--- config.mk ---
export PLATFORM = sky130hd
export DESIGN_NAME = uopCore
export DESIGN_NICKNAME = d
export VERILOG_FILES = /design/src/uopPkg.sv /design/src/uopCore.sv /design/src/uopDecoder.sv /design/src/uopExecute.sv /design/src/uopMemPort.sv /design/src/uopResult.sv
export SDC_FILE = /design/constraint.sdc
export NUM_CORES = 1
export LEC_CHECK = 0
export BUFFER_PORTS_ARGS = -buffer_cell sky130_fd_sc_hd__buf_2
export CORE_UTILIZATION = 40
export CTS_BUF_LIST = sky130_fd_sc_hd__clkbuf_4
export CTS_CLUSTER_SIZE = 25
export DETAILED_ROUTE_END_ITERATION = 12
export GPL_ROUTABILITY_DRIVEN = 1
export GPL_TIMING_DRIVEN = 0
export PLACE_DENSITY = 0.66
export SETUP_SLACK_MARGIN = 0.4
export SLEW_MARGIN = 20
export SYNTH_ARGS = -nofsm -noshare
export SYNTH_HDL_FRONTEND = slang
export SYNTH_SLANG_ARGS = --single-unit
--- constraint.sdc ---
create_clock -name clk -period 9.8 [get_ports clk]
set_input_delay 0.49 -clock clk [delete_from_list [all_inputs] [get_ports clk]]
set_output_delay 0.49 -clock clk [all_outputs]
set_load 0.05 [all_outputs]
--- src/uopPkg.sv ---
// ==========================================================================
// micro-op core shared definitions
// opcode, sequencer and ALU operation enums, flag positions, field widths
// ==========================================================================
`default_nettype none

package uopPkg;

	// micro-op field widths
	// word layout is opcode, src1, dst, src2 from msb down
	localparam int OPC_W = 6;
	localparam int SRC1_W = 4;
	localparam int REG_W = 3;
	localparam int ADR_W = 16;

	// status word layout
	localparam int FLAG_W = 5;
	localparam int FLAG_C = 0;
	localparam int FLAG_Z = 1;
	localparam int FLAG_I = 2;
	localparam int FLAG_V = 3;
	localparam int FLAG_N = 4;

	// micro-op codes
	// codes above BPL are unassigned and run as NOP
	typedef enum logic [OPC_W-1:0] {
		NOP  = 6'h00,
		LDB  = 6'h01,
		STB  = 6'h02,
		MOV  = 6'h03,
		ADDB = 6'h04,
		ADCB = 6'h05,
		SBCB = 6'h06,
		ANDB = 6'h07,
		ORB  = 6'h08,
		EORB = 6'h09,
		CMPB = 6'h0A,
		ASLB = 6'h0B,
		LSRB = 6'h0C,
		ROLB = 6'h0D,
		RORB = 6'h0E,
		SEI  = 6'h0F,
		BEQ  = 6'h10,
		BNE  = 6'h11,
		BCS  = 6'h12,
		BCC  = 6'h13,
		BVS  = 6'h14,
		BVC  = 6'h15,
		BMI  = 6'h16,
		BPL  = 6'h17
	} uopOp_e;

	// sequencer states
	typedef enum logic [1:0] {
		IDLE,
		EXEC,
		MEM,
		RETIRE
	} coreState_e;

	// execute block operation
	// ALU_NOP passes opA and leaves every flag alone
	typedef enum logic [3:0] {
		ALU_NOP,
		ALU_MOV,
		ALU_ADD,
		ALU_ADC,
		ALU_SBC,
		ALU_AND,
		ALU_OR,
		ALU_EOR,
		ALU_ASL,
		ALU_LSR,
		ALU_ROL,
		ALU_ROR
	} aluOp_e;

endpackage

`default_nettype wire

--- src/uopCore.sv ---
// ==========================================================================
// micro-op execution core top level
// accepts one micro-op at a time, sequences decode, execute, memory and
// retire, and reports each retired micro-op
// ==========================================================================
`timescale 1ns/1ps
`default_nettype none

module uopCore #(
	parameter int DATA_W = 8,
	parameter int NUM_REGS = 8
) (
	input wire logic clk,
	input wire logic rstN,
	// micro-op input
	input wire logic [15:0] uopIn,
	input wire logic uopPredict,
	input wire logic uopValid,
	output logic uopReady,
	// Wishbone master
	output logic wbCyc,
	output logic wbStb,
	output logic wbWe,
	output logic [uopPkg::ADR_W-1:0] wbAdr,
	output logic [DATA_W-1:0] wbDatO,
	input wire logic [DATA_W-1:0] wbDatI,
	input wire logic wbAck,
	// retire report
	output logic retireValid,
	output uopPkg::uopOp_e retireOp,
	output logic retireWrite,
	output logic [uopPkg::REG_W-1:0] retireDst,
	output logic [DATA_W-1:0] retireData,
	output logic [uopPkg::FLAG_W-1:0] retireFlags,
	output logic brTaken,
	output logic brMispredict
);

	uopPkg::coreState_e state;
	logic [15:0] uReg;
	logic uPred;

	// decoded controls of the latched micro-op
	uopPkg::uopOp_e opcode;
	uopPkg::aluOp_e aluOp;
	logic [uopPkg::SRC1_W-1:0] src1Sel;
	logic [uopPkg::REG_W-1:0] src2Sel;
	logic [uopPkg::REG_W-1:0] dstSel;
	logic isLoad;
	logic isStore;
	logic isMem;
	logic isCmp;
	logic isSei;
	logic isBranch;
	logic regWrite;
	logic condTaken;

	// register file side
	logic [uopPkg::SRC1_W-1:0] rdA;
	logic [uopPkg::REG_W-1:0] rdB;
	logic [DATA_W-1:0] dataA;
	logic [DATA_W-1:0] dataB;
	logic [uopPkg::FLAG_W-1:0] flags;
	logic [DATA_W-1:0] wrData;

	// execute outputs and their retire copies
	logic [DATA_W-1:0] aluResult;
	logic [uopPkg::FLAG_W-1:0] aluFlags;
	logic exTaken;
	logic exMispredict;
	logic [DATA_W-1:0] resReg;
	logic [uopPkg::FLAG_W-1:0] flagsReg;
	logic takenReg;
	logic mispredReg;

	// memory side
	logic [uopPkg::ADR_W-1:0] memAddr;
	logic memStart;
	logic [DATA_W-1:0] memRdata;
	logic memDone;

	// ==========================================================================
	// sequencer
	// ==========================================================================
	assign uopReady = (state == uopPkg::IDLE);

	always_ff @(posedge clk)
	begin
		if (!rstN)
		begin
			state <= uopPkg::IDLE;
			uReg <= '0;
			uPred <= 1'b0;
		end
		else
		begin
			case (state)
			uopPkg::IDLE:
			begin
				if (uopValid)
				begin
					uReg <= uopIn;
					uPred <= uopPredict;
					state <= uopPkg::EXEC;
				end
			end
			uopPkg::EXEC: state <= isMem ? uopPkg::MEM : uopPkg::RETIRE;
			uopPkg::MEM:
			begin
				if (memDone)
					state <= uopPkg::RETIRE;
			end
			default: state <= uopPkg::IDLE;
			endcase
		end
	end

	// in IDLE the read ports look at the incoming word so the address is
	// ready at accept and in EXEC a store reads its data register on port B
	assign rdA = (state == uopPkg::IDLE) ? uopIn[9:6] : src1Sel;
	assign rdB = (state == uopPkg::IDLE) ? uopIn[2:0] : (isStore ? dstSel : src2Sel);

	// address from src1 high byte and src2 low byte
	// execute results held until retire
	always_ff @(posedge clk)
	begin
		if (state == uopPkg::IDLE)
			memAddr <= {dataA, dataB};
		if (state == uopPkg::EXEC)
		begin
			resReg <= aluResult;
			flagsReg <= aluFlags;
			takenReg <= exTaken;
			mispredReg <= exMispredict;
		end
	end

	assign memStart = (state == uopPkg::EXEC) & isMem;
	assign wrData = isLoad ? memRdata : resReg;

	// ==========================================================================
	// retire report
	// ==========================================================================
	assign retireValid = (state == uopPkg::RETIRE);
	assign retireOp = opcode;
	assign retireWrite = retireValid & regWrite;
	assign retireDst = dstSel;
	assign retireData = wrData;
	assign retireFlags = flagsReg;
	assign brTaken = retireValid & takenReg;
	assign brMispredict = retireValid & mispredReg;

	// ==========================================================================
	// blocks
	// ==========================================================================
	uopDecoder uDec (
		.instr(uReg),
		.flags(flags),
		.opcode(opcode),
		.aluOp(aluOp),
		.src1Sel(src1Sel),
		.src2Sel(src2Sel),
		.dstSel(dstSel),
		.isLoad(isLoad),
		.isStore(isStore),
		.isMem(isMem),
		.isCmp(isCmp),
		.isSei(isSei),
		.isBranch(isBranch),
		.regWrite(regWrite),
		.needFlags(),
		.branchTaken(condTaken)
	);

	uopExecute #(.DATA_W(DATA_W)) uExe (
		.aluOp(aluOp),
		.opA(dataA),
		.opB(dataB),
		.flagsIn(flags),
		.isCmp(isCmp),
		.isSei(isSei),
		.isBranch(isBranch),
		.branchTaken(condTaken),
		.predictTaken(uPred),
		.result(aluResult),
		.flagsOut(aluFlags),
		.taken(exTaken),
		.mispredict(exMispredict)
	);

	// memory ops leave the status word as it is
	uopResult #(.DATA_W(DATA_W), .NUM_REGS(NUM_REGS)) uRes (
		.clk(clk),
		.rstN(rstN),
		.rdA(rdA),
		.rdB(rdB),
		.writeEn(retireWrite),
		.flagsEn(retireValid & ~isMem),
		.wrDst(dstSel),
		.wrData(wrData),
		.flagsIn(flagsReg),
		.dataA(dataA),
		.dataB(dataB),
		.flags(flags)
	);

	uopMemPort #(.DATA_W(DATA_W)) uMem (
		.clk(clk),
		.rstN(rstN),
		.start(memStart),
		.write(isStore),
		.addr(memAddr),
		.wdata(dataB),
		.wbDatI(wbDatI),
		.wbAck(wbAck),
		.rdata(memRdata),
		.done(memDone),
		.wbCyc(wbCyc),
		.wbStb(wbStb),
		.wbWe(wbWe),
		.wbAdr(wbAdr),
		.wbDatO(wbDatO)
	);

endmodule

`default_nettype wire

--- src/uopDecoder.sv ---
// ==========================================================================
// micro-op decoder
// classifies a 16-bit micro-op into control signals and resolves the
// branch condition against the current status flags
// ==========================================================================
`timescale 1ns/1ps
`default_nettype none

module uopDecoder (
	input wire logic [15:0] instr,
	input wire logic [uopPkg::FLAG_W-1:0] flags,
	output uopPkg::uopOp_e opcode,
	output uopPkg::aluOp_e aluOp,
	output logic [uopPkg::SRC1_W-1:0] src1Sel,
	output logic [uopPkg::REG_W-1:0] src2Sel,
	output logic [uopPkg::REG_W-1:0] dstSel,
	output logic isLoad,
	output logic isStore,
	output logic isMem,
	output logic isCmp,
	output logic isSei,
	output logic isBranch,
	output logic regWrite,
	output logic needFlags,
	output logic branchTaken
);

	// operand fields
	assign src1Sel = instr[9:6];
	assign dstSel = instr[5:3];
	assign src2Sel = instr[2:0];

	// opcode field with unassigned codes folded to NOP
	always_comb
	begin
		if (instr[15:10] <= 6'(uopPkg::BPL))
			opcode = uopPkg::uopOp_e'(instr[15:10]);
		else
			opcode = uopPkg::NOP;
	end

	// execute operation select
	// compare shares the subtract path and execute forces the borrow
	always_comb
	begin
		case (opcode)
		uopPkg::MOV:  aluOp = uopPkg::ALU_MOV;
		uopPkg::ADDB: aluOp = uopPkg::ALU_ADD;
		uopPkg::ADCB: aluOp = uopPkg::ALU_ADC;
		uopPkg::SBCB: aluOp = uopPkg::ALU_SBC;
		uopPkg::CMPB: aluOp = uopPkg::ALU_SBC;
		uopPkg::ANDB: aluOp = uopPkg::ALU_AND;
		uopPkg::ORB:  aluOp = uopPkg::ALU_OR;
		uopPkg::EORB: aluOp = uopPkg::ALU_EOR;
		uopPkg::ASLB: aluOp = uopPkg::ALU_ASL;
		uopPkg::LSRB: aluOp = uopPkg::ALU_LSR;
		uopPkg::ROLB: aluOp = uopPkg::ALU_ROL;
		uopPkg::RORB: aluOp = uopPkg::ALU_ROR;
		default:      aluOp = uopPkg::ALU_NOP;
		endcase
	end

	// class bits
	assign isLoad = (opcode == uopPkg::LDB);
	assign isStore = (opcode == uopPkg::STB);
	assign isMem = isLoad | isStore;
	assign isCmp = (opcode == uopPkg::CMPB);
	assign isSei = (opcode == uopPkg::SEI);
	// predictable branches only
	assign isBranch = opcode inside {[uopPkg::BEQ:uopPkg::BPL]};

	// loads and every value-producing op except compare write a register
	assign regWrite = isLoad | ((aluOp != uopPkg::ALU_NOP) & ~isCmp);

	// carry consumers and branches read the status word
	assign needFlags = isBranch |
		(opcode inside {uopPkg::ADCB, uopPkg::SBCB, uopPkg::ROLB, uopPkg::RORB});

	// branch condition tests one flag for true or false
	always_comb
	begin
		case (opcode)
		uopPkg::BEQ: branchTaken = flags[uopPkg::FLAG_Z];
		uopPkg::BNE: branchTaken = ~flags[uopPkg::FLAG_Z];
		uopPkg::BCS: branchTaken = flags[uopPkg::FLAG_C];
		uopPkg::BCC: branchTaken = ~flags[uopPkg::FLAG_C];
		uopPkg::BVS: branchTaken = flags[uopPkg::FLAG_V];
		uopPkg::BVC: branchTaken = ~flags[uopPkg::FLAG_V];
		uopPkg::BMI: branchTaken = flags[uopPkg::FLAG_N];
		uopPkg::BPL: branchTaken = ~flags[uopPkg::FLAG_N];
		default:     branchTaken = 1'b0;
		endcase
	end

endmodule

`default_nettype wire

--- src/uopExecute.sv ---
// ==========================================================================
// micro-op execute block
// byte ALU, compare, shifts and rotates, SEI, new status flags and
// branch direction against prediction
// ==========================================================================
`timescale 1ns/1ps
`default_nettype none

module uopExecute #(
	parameter int DATA_W = 8
) (
	input wire uopPkg::aluOp_e aluOp,
	input wire logic [DATA_W-1:0] opA,
	input wire logic [DATA_W-1:0] opB,
	input wire logic [uopPkg::FLAG_W-1:0] flagsIn,
	input wire logic isCmp,
	input wire logic isSei,
	input wire logic isBranch,
	input wire logic branchTaken,
	input wire logic predictTaken,
	output logic [DATA_W-1:0] result,
	output logic [uopPkg::FLAG_W-1:0] flagsOut,
	output logic taken,
	output logic mispredict
);

	localparam int MSB = DATA_W - 1;

	logic carryIn;
	logic isSub;
	logic addCin;
	logic [DATA_W-1:0] addB;
	logic [DATA_W:0] sum;
	logic overflow;
	logic updNZ;

	// ==========================================================================
	// adder shared by add, add with carry, subtract and compare
	// ==========================================================================
	always_comb
	begin
		carryIn = flagsIn[uopPkg::FLAG_C];
		isSub = (aluOp == uopPkg::ALU_SBC);
		// subtract is opA + ~opB + carry and carry set means no borrow
		addB = isSub ? ~opB : opB;
		if (isSub)
			addCin = isCmp ? 1'b1 : carryIn;
		else
			addCin = (aluOp == uopPkg::ALU_ADC) ? carryIn : 1'b0;
		sum = {1'b0, opA} + {1'b0, addB} + {{DATA_W{1'b0}}, addCin};
		// signed overflow when operands agree in sign and the sum does not
		overflow = (opA[MSB] == addB[MSB]) && (sum[MSB] != opA[MSB]);
	end

	// ==========================================================================
	// result and flags
	// ==========================================================================
	always_comb
	begin
		result = opA;
		flagsOut = flagsIn;
		updNZ = 1'b1;
		case (aluOp)
		uopPkg::ALU_ADD, uopPkg::ALU_ADC, uopPkg::ALU_SBC:
		begin
			result = sum[MSB:0];
			flagsOut[uopPkg::FLAG_C] = sum[DATA_W];
			// compare leaves V as it was
			if (!isCmp)
				flagsOut[uopPkg::FLAG_V] = overflow;
		end
		uopPkg::ALU_AND: result = opA & opB;
		uopPkg::ALU_OR:  result = opA | opB;
		uopPkg::ALU_EOR: result = opA ^ opB;
		uopPkg::ALU_MOV: result = opA;
		uopPkg::ALU_ASL:
		begin
			result = {opA[MSB-1:0], 1'b0};
			flagsOut[uopPkg::FLAG_C] = opA[MSB];
		end
		uopPkg::ALU_LSR:
		begin
			result = {1'b0, opA[MSB:1]};
			flagsOut[uopPkg::FLAG_C] = opA[0];
		end
		uopPkg::ALU_ROL:
		begin
			result = {opA[MSB-1:0], carryIn};
			flagsOut[uopPkg::FLAG_C] = opA[MSB];
		end
		uopPkg::ALU_ROR:
		begin
			result = {carryIn, opA[MSB:1]};
			flagsOut[uopPkg::FLAG_C] = opA[0];
		end
		// loads, stores, branches, SEI and NOP
		default: updNZ = 1'b0;
		endcase

		if (updNZ)
		begin
			flagsOut[uopPkg::FLAG_N] = result[MSB];
			flagsOut[uopPkg::FLAG_Z] = (result == '0);
		end

		// interrupt disable only ever gets set here
		if (isSei)
			flagsOut[uopPkg::FLAG_I] = 1'b1;
	end

	// branch outcome with the condition already resolved in the decoder
	assign taken = isBranch & branchTaken;
	assign mispredict = isBranch & (taken != predictTaken);

endmodule

`default_nettype wire

--- src/uopMemPort.sv ---
// ==========================================================================
// Wishbone classic master for byte loads and stores
// one cycle per start, read data captured at ack, done pulses once
// ==========================================================================
`timescale 1ns/1ps
`default_nettype none

module uopMemPort #(
	parameter int DATA_W = 8
) (
	input wire logic clk,
	input wire logic rstN,
	input wire logic start,
	input wire logic write,
	input wire logic [uopPkg::ADR_W-1:0] addr,
	input wire logic [DATA_W-1:0] wdata,
	input wire logic [DATA_W-1:0] wbDatI,
	input wire logic wbAck,
	output logic [DATA_W-1:0] rdata,
	output logic done,
	output logic wbCyc,
	output logic wbStb,
	output logic wbWe,
	output logic [uopPkg::ADR_W-1:0] wbAdr,
	output logic [DATA_W-1:0] wbDatO
);

	logic busy;

	// cyc and stb move together in classic single transfers
	assign wbCyc = busy;
	assign wbStb = busy;

	// bus handshake
	always_ff @(posedge clk)
	begin
		if (!rstN)
		begin
			busy <= 1'b0;
			wbWe <= 1'b0;
			done <= 1'b0;
		end
		else
		begin
			done <= 1'b0;
			if (busy)
			begin
				// slave accepted so the cycle drops next
				if (wbAck)
				begin
					busy <= 1'b0;
					done <= 1'b1;
				end
			end
			else if (start)
			begin
				busy <= 1'b1;
				wbWe <= write;
			end
		end
	end

	// address and write data held stable for the whole cycle
	always_ff @(posedge clk)
	begin
		if (!busy && start)
		begin
			wbAdr <= addr;
			wbDatO <= wdata;
		end
		if (busy && wbAck)
			rdata <= wbDatI;
	end

endmodule

`default_nettype wire

--- src/uopResult.sv ---
// ==========================================================================
// micro-op result block
// byte register file with two read ports and the status register,
// both written on the retire edge
// ==========================================================================
`timescale 1ns/1ps
`default_nettype none

module uopResult #(
	parameter int DATA_W = 8,
	parameter int NUM_REGS = 8
) (
	input wire logic clk,
	input wire logic rstN,
	input wire logic [uopPkg::SRC1_W-1:0] rdA,
	input wire logic [uopPkg::REG_W-1:0] rdB,
	input wire logic writeEn,
	input wire logic flagsEn,
	input wire logic [uopPkg::REG_W-1:0] wrDst,
	input wire logic [DATA_W-1:0] wrData,
	input wire logic [uopPkg::FLAG_W-1:0] flagsIn,
	output logic [DATA_W-1:0] dataA,
	output logic [DATA_W-1:0] dataB,
	output logic [uopPkg::FLAG_W-1:0] flags
);

	logic [DATA_W-1:0] regs [NUM_REGS];
	logic [uopPkg::REG_W-1:0] regA;

	// low bits select a register or give the immediate value
	assign regA = rdA[uopPkg::REG_W-1:0];

	// codes 8..15 read back as the constants 0..7
	assign dataA = rdA[uopPkg::SRC1_W-1] ? DATA_W'(regA) : regs[regA];
	assign dataB = regs[rdB];

	always_ff @(posedge clk)
	begin
		if (!rstN)
		begin
			for (int i = 0; i < NUM_REGS; i++)
			begin
				regs[i] <= '0;
			end
			flags <= '0;
		end
		else
		begin
			if (writeEn)
				regs[wrDst] <= wrData;
			if (flagsEn)
				flags <= flagsIn;
		end
	end

endmodule

`default_nettype wire
; ---- Word-level counts from Yosys, hierarchy flattened
; Memory sizes are Yosys's and may differ from the RTL's.
; Index checks and enable logic that the tools add are counted.
[word_totals]
reg_bits = 90
mem_bits_rw = 64
rom_bits = 64
out_inout_bits = 54
word_cells = 127
memories = 2
[mem_list]
columns = name, depth, word_bits, read_ports, rd_ports_with_merged_regs, write_ports, line_no
row1 = (name not given), 16, 4, 1, 0, 0, uopDecoder.sv:46  ; case (opcode)
row2 = uRes.regs, 8, 8, 2, 0, 8, uopResult.sv:27  ; logic [DATA_W-1:0] regs [NUM_REGS];
[classes]
n_addsub = 2
order_cmp = 3
n_eq_ne = 31
muxes = 34
bitwise = 21
reduce_logical = 18
[op_table]
columns = cell, n
row1 = 8-bit case mux with 8 select lines, 1
row2 = "6-bit by 5-bit equality test with 1-bit output, second input constant", 8
row3 = 8-bit two-way mux, 4
row4 = 1-bit two-way mux, 18
row5 = "4-bit by 3-bit equality test with 1-bit output, second input constant", 4
row6 = "4-bit equality test, second input constant", 4
row7 = "6-bit by 4-bit equality test with 1-bit output, second input constant", 2
row8 = "6-bit by 5-bit <= comparator with 1-bit output, second input constant", 2
row9 = 11-bit OR reduction, 1
row10 = 8-bit by 8-bit adder with 9-bit output, 1
row11 = 9-bit by 1-bit adder with 9-bit output, 1
row12 = 3-bit two-way mux, 3
row13 = 1-bit bitwise AND, 8
row14 = 8-bit bitwise AND, 1
row15 = "4-bit by 2-bit equality test with 1-bit output, second input constant", 2
row16 = 8-bit logical NOT, 1
row17 = 4-bit two-way mux, 2
row18 = 8-bit inverter, 1
row19 = 8-bit OR, 1
row20 = 1-bit case mux with 8 select lines, 1
row21 = 2-bit AND reduction, 4
row22 = 8-bit OR reduction, 1
row23 = 8-bit XOR, 1
row24 = 1-bit inverter, 7
row25 = other kinds (21), 30

; ---- Longest topological paths before layout
; An unclocked memory read counts as a cell.
[logic_depth]
word_depth = 14
depth_mapped = 24
depth_no_buf = 22

; ---- By module
; A second synthesis with hierarchy kept.
[unflattened]
hier_cells = 698
area_unflattened_um2 = 8642.0
[by_module_without_submodules]
columns = module, instances, cells_per_inst, area_each_um2, seq_area_each_um2
row1 = uopResult, 1, 232, 3653.5, 2021.9
row2 = uopCore, 1, 152, 1925.6, 1311.3
row3 = uopExecute, 1, 198, 1462.7, 0.0
row4 = uopMemPort, 1, 44, 1088.5, 1021.0
row5 = uopDecoder, 1, 72, 511.7, 0.0

; ---- Worst setup path after synthesis
; OpenSTA, ideal clock, no wires.
[synth_timing]
path_type = reg-to-reg
start = reg state[0]
end = reg flagsReg, in the netlist retireFlags[1], data pin
setup_time_ps = 180
t_arrival_ps = 5840
required_ps = 9620
setup_slack_ps = 3780
stages_incl_launch_ff = 23
period_less_slack_ps = 6020
path_cell_list = dfxtp_1 > inv_1 > ha_1 > buf_2 > buf_6 > clkbuf_1 > nand2_1 > o21ai_2 > buf_4 > mux4_2 > mux2i_1 > xor2_1 > fa_1 > inv_1 > fa_1 > nor2b_1 > o21ai_0 > a21boi_0 > nor2_1 > a221o_1 > a2bb2oi_1 > or4_4 > o41ai_2
[synth_between]
elab_chain_len = 10
word_cells_on_any_way = 15
classes_between = add/sub: 2 / mux: 6 / bitwise: 4 / reduce/logical: 2 / memory: 1
[synth_rtl]
columns = item, line_no
row1 = "start, declared", uopCore.sv:39  ; uopPkg::coreState_e state;
row2 = "start signal, assigned", uopCore.sv:91  ; state <= uopPkg::IDLE;
row3 = "start signal, assigned", uopCore.sv:104  ; state <= uopPkg::EXEC;
row4 = "start signal, assigned", uopCore.sv:107  ; uopPkg::EXEC: state <= isMem ? uopPkg::MEM : uopPkg::RETIRE;
row5 = 2-bit logical NOT *, -
row6 = net uopReady, uopCore.sv:19  ; output logic uopReady,
row7 = 3-bit two-way mux, uopCore.sv:121  ; assign rdB = (state == uopPkg::IDLE) ? uopIn[2:0] : (isStore ? dstSel : src2Sel);
row8 = memory 8 x 8 bit, -
row9 = 8-bit inverter, uopExecute.sv:45  ; addB = isSub ? ~opB : opB;
row10 = 8-bit two-way mux, uopExecute.sv:45
row11 = 8-bit by 8-bit adder with 9-bit output, uopExecute.sv:50  ; sum = {1'b0, opA} + {1'b0, addB} + {{DATA_W{1'b0}}, addCin};
row12 = 9-bit by 1-bit adder with 9-bit output, uopExecute.sv:50
row13 = 8-bit case mux with 8 select lines *, uopExecute.sv:63  ; case (aluOp)
row14 = net aluResult[4], uopCore.sv:67  ; logic [DATA_W-1:0] aluResult;
row15 = 8-bit logical NOT *, uopExecute.sv:103  ; flagsOut[uopPkg::FLAG_Z] = (result == '0);
row16 = 1-bit two-way mux *, uopExecute.sv:100  ; if (updNZ)
row17 = net aluFlags (one bit), uopCore.sv:68  ; logic [uopPkg::FLAG_W-1:0] aluFlags;
row18 = "end signal, assigned", uopCore.sv:132  ; flagsReg <= aluFlags;
row19 = "end, declared", uopCore.sv:72  ; logic [uopPkg::FLAG_W-1:0] flagsReg;
; The timed path passes the listed nets; every way through them passes the cells marked *.
; A chain may end at the register's enable or synchronous reset.

; ---- Worst setup path after layout
[layout_timing]
start = reg state[0]
end = reg flagsReg, in the netlist retireFlags[1], data pin
[layout_between]
elab_chain_len = 10
word_cells_on_any_way = 15
classes_between = add/sub: 2 / mux: 6 / bitwise: 4 / reduce/logical: 2 / memory: 1
[layout_rtl]
columns = item, line_no
row1 = 2-bit logical NOT *, "uopCore.sv:120, uopCore.sv:121"
row2 = 3-bit two-way mux, uopCore.sv:121
row3 = memory 8 x 8 bit, -
row4 = 8-bit inverter, uopExecute.sv:45
row5 = 8-bit two-way mux, uopExecute.sv:45
row6 = 8-bit by 8-bit adder with 9-bit output, uopExecute.sv:50
row7 = 9-bit by 1-bit adder with 9-bit output, uopExecute.sv:50
row8 = 8-bit case mux with 8 select lines *, uopExecute.sv:63
row9 = net aluResult[4], uopCore.sv:67
row10 = 8-bit logical NOT *, uopExecute.sv:103
row11 = 1-bit two-way mux *, uopExecute.sv:100
row12 = net aluFlags (one bit), uopCore.sv:68
; Marks and branches as above.

==> run metrics <==
share of layout cells above drive strength 1=about a fifth; DPL Wire Length=about 16 mm; antenna-violating nets left=0; max-cap viol count=0; minimum clock period after layout=~7000 ps; Crit Path Class=flip-flop to flip-flop; CP Data Arrival Time=7400 ps; total number of clock tree sinks=around 150; drc violations=0; HP Class=input pin to flip-flop; htree depth=4; synthesized area=about 8400 um2; pin count of the biggest net entering global routing=25; Die ar.=21,700 um2; Clk pin slew, worst setup/hold paths=around 150 ps; Die Span X=between 100 and 150 um; fin crit share=71.3%; Placer Congestion=slightly above 0.9; Overflow after GRT=0; gr usage total=roughly a fifth; Slew Viols, Final=0; HP Start=wbDatI[6]; status=completed; TritonCTS Buffers=17; post-CTS setup buffer count=0; Layout area overhead=12.2%; post-DR wirelength/cell=around 19 um; fillers=~2,000; post-CTS resize count=0; hold worst-path end=uMem.rdata[6]; sequential share of power=31.9%; Final setup viols=0; Critical Path Source Type=flip-flop; Final Hold Viols=0; dominant synthesized flop cell=edfxtp_1; initial core utilization=between 40% and 50%; Routed WL=between 20 and 25 mm; CP max-delay cell=ha_1; hold_buf cts=0; synth warn=0; slew margin rel.=between 20% and 30%; Clock Latency Late Sink=~580 ps; reg2reg start=state[0]; Peak VDD IR=between 0.1 and 0.15 mV; Int Power=roughly 1.6 mW; flop2flop setup slack=between 2000 and 3000 ps; drt first pass iters=5; CTS Buffer Depth=2; Sw Ratio=between 40 and 50%; Tightest Pin Transition=between 1000 and 1500 ps; initial antenna violation count=2; PwrDens=a little over 300 nW/um2; proportion of power drawn by combinational gates=55.3%; Die Ht=about 150 um; RR Endpoint=retireFlags[1]; unrepaired setup endpoints after global routing=no; Final Power=2.90 mW; TritonCTS clock tree=built; Clock Power Share=between 10% and 20%; Iteration-0 DRC Markers=approximately 640; FMAX=between 100 and 150 MHz; PortBufs=81; number of global-route vias before repair=~6,100; Critical Path Sink Type=flip-flop; Sum Neg Setup Slack=0 ps; synthesis-stage register bit count=~150; Seq/Total Area, Yosys=about half; crit-path cells=inv_1 > ha_1 > buf_2 > buf_6 > clkbuf_1 > nor2_1 > a21oi_1 > buf_2 > mux4_2 > mux2i_1 > xor2_1 > fa_1 > inv_1 > fa_1 > nor2b_1 > o21ai_0 > a21boi_0 > nor2_1 > a221o_1 > a2bb2oi_1 > or4_4 > o41ai_2; syn avg cell area=between 10 and 15 um2; first-pass GRT wire length=approximately 34 mm; async set-reset flop share out of synthesis=0%; NetSw=about 1.3 mW; slowest stage delay, CP=~760 ps; num ports=between 80 and 90; Gate Count Post-Synth=approximately 750; Core Footprint=20,400 um2; clock skew=around 26 ps; Final nets=915; worst-path fanout max=18; synth unique cells=77; syn_nets=just over 800; Leakage=about 3.9 nW; DR vias=~6,300; r2r worst-path depth=22; Post-synth EDFFs=127; Hold Path Stages=1; num rows=52; Root Buffer=clkbuf_4; CP required=approximately 10,000 ps; DR vias/cell=5.54
registers in the layout, summed over array words and instances (netlist names), 2 cells and up:
signal,count
retireFlags,5
memAddr,16
uMem.wbDatO,8
uMem.wbAdr,16
uReg,16
uRes.flags,5
uRes.regs,64
state,2
uMem.rdata,8
resReg,8
cell type report:
type	instances	area [um2]	area share, %
Sequential cell	154	4350	46.0
Multi-Input combinational cell	519	3760	39.7
Timing Repair Buffer	81	405	4.28
Tap cell	270	338	3.57
Inverter	48	180	1.90
Buffer	31	166	1.76
Clock buffer	18	135	1.43
Clock inverter	14	125	1.32
Antenna cell	2	5.00	0.0529
critical path: cells and delay by family (launching register included):
kind	cells	cell delay, ps
buf+inv	6	1420
fa+ha+maj	3	1420
simple gates	4	920
mux	2	700
compound gates	6	1740
xor+xnor	1	240
flops	1	370
worst max path at each step:
stage / from / to / slack [ps] / cells after the start
3_5_place_dp: state[0] / retireFlags[1] / 2800 / 22
3_3_place_gp: state[0] / retireFlags[1] / 2880 / 22
2_1_floorplan: state[0] / retireFlags[1] / 3780 / 22
5_1_grt: state[0] / retireFlags[1] / 2300 / 22
6_report: state[0] / retireFlags[1] / 2810 / 22
4_1_cts: state[0] / retireFlags[1] / 2740 / 22
kinds of logic (layout without fill, tap and decap cells):
| group | Yosys count | in the layout | synth area share, % |
|---|---|---|---|
| simple gates | 269 | 269 | 14.5 |
| flops | 154 | 154 | 51.6 |
| compound gates | 125 | 125 | 10.8 |
| buf+inv | 79 | 192 | 4.11 |
| mux | 74 | 74 | 12.0 |
| fa+ha+maj | 34 | 34 | 5.22 |
| xor+xnor | 16 | 16 | 1.66 |
| other cells | 1 | 3 | 0.0445 |
placed cells by master (no fill, tap or decap), types with 7 or more instances in the layout:
cell and count:
nor2_1 97, a32oi_1 10, a21oi_1 28, ha_1 32, clkbuf_1 13, xor2_1 10
inv_1 45, mux4_2 21, buf_2 91, nor3_1 10, clkbuf_4 18, nand2_1 93
dfxtp_1 27, edfxtp_1 127, and2_1 7, mux2i_1 46, nand3_1 16, o21ai_0 14
a21boi_0 8
power by group through the flow:
stage | clock network, mW | registers, mW | logic, mW
floorplan | 0 | 0.984 | 1.13
global placement | 0 | 0.937 | 1.57
detailed placement | 0 | 0.941 | 1.58
CTS | 0.382 | 0.926 | 1.59
global route | 0.408 | 0.937 | 1.76
finish | 0.372 | 0.925 | 1.60
synthesized netlist by cell type (3+ instances only):
| cell | n | share of area (%) |
|---|---|---|
| and2_1 | 7 | 0.52 |
| a21boi_0 | 8 | 0.71 |
| a221oi_1 | 4 | 0.42 |
| nor3_1 | 10 | 0.59 |
| nand4_1 | 3 | 0.22 |
| a2bb2oi_1 | 3 | 0.31 |
| or3_1 | 6 | 0.45 |
| a21o_1 | 4 | 0.36 |
| inv_1 | 45 | 2.0 |
| buf_2 | 10 | 0.59 |
| xnor2_1 | 6 | 0.62 |
| mux2i_1 | 47 | 5.6 |
| nor2b_1 | 4 | 0.30 |
| a211oi_1 | 3 | 0.27 |
| nor2_1 | 98 | 4.4 |
| o21ai_1 | 4 | 0.24 |
| o21a_1 | 3 | 0.27 |
| nand2b_1 | 3 | 0.22 |
| nand3_1 | 16 | 0.95 |
| buf_4 | 6 | 0.53 |
| o21ai_0 | 14 | 0.83 |
| mux4_2 | 21 | 5.6 |
| nor3b_1 | 6 | 0.53 |
| a21oi_1 | 29 | 1.7 |
| or2_2 | 3 | 0.22 |
| nand3b_1 | 4 | 0.36 |
| xor2_1 | 10 | 1.0 |
| mux2_2 | 6 | 0.80 |
| dfxtp_1 | 27 | 6.4 |
| a221o_1 | 3 | 0.36 |
| o31ai_1 | 3 | 0.27 |
| a311oi_1 | 3 | 0.31 |
| o221ai_1 | 3 | 0.31 |
| nand2_1 | 93 | 4.1 |
| or3b_2 | 4 | 0.42 |
| edfxtp_1 | 127 | 45 |
| o22ai_1 | 6 | 0.45 |
| clkbuf_1 | 13 | 0.58 |
| a32oi_1 | 10 | 1.0 |
| ha_1 | 32 | 4.7 |
metal layers:
layer	share of wire, %	vias up	global-route usage (%)
met3	5.4	35	4.32
met1	44	3086	26.8
met4	2.4	0	7.94
met2	49	215	33.8
met5	0	-	0
li1	-	2968	-
stage by stage:
stage	hold WS, ps	utilization (%)	setup slack [ps]	instances	cell area [um2]
detailed placement	406	45.0	2800	1103	9200
finish	68.0	46.3	2810	1137	9470
global placement	400	44.9	2880	1103	9180
floorplan	400	-	3780	752	8440
CTS	26.2	46.3	2740	1135	9460
global route	7.62	46.3	2300	1137	9470
No activity file was read; power rests on OpenSTA's default activity.
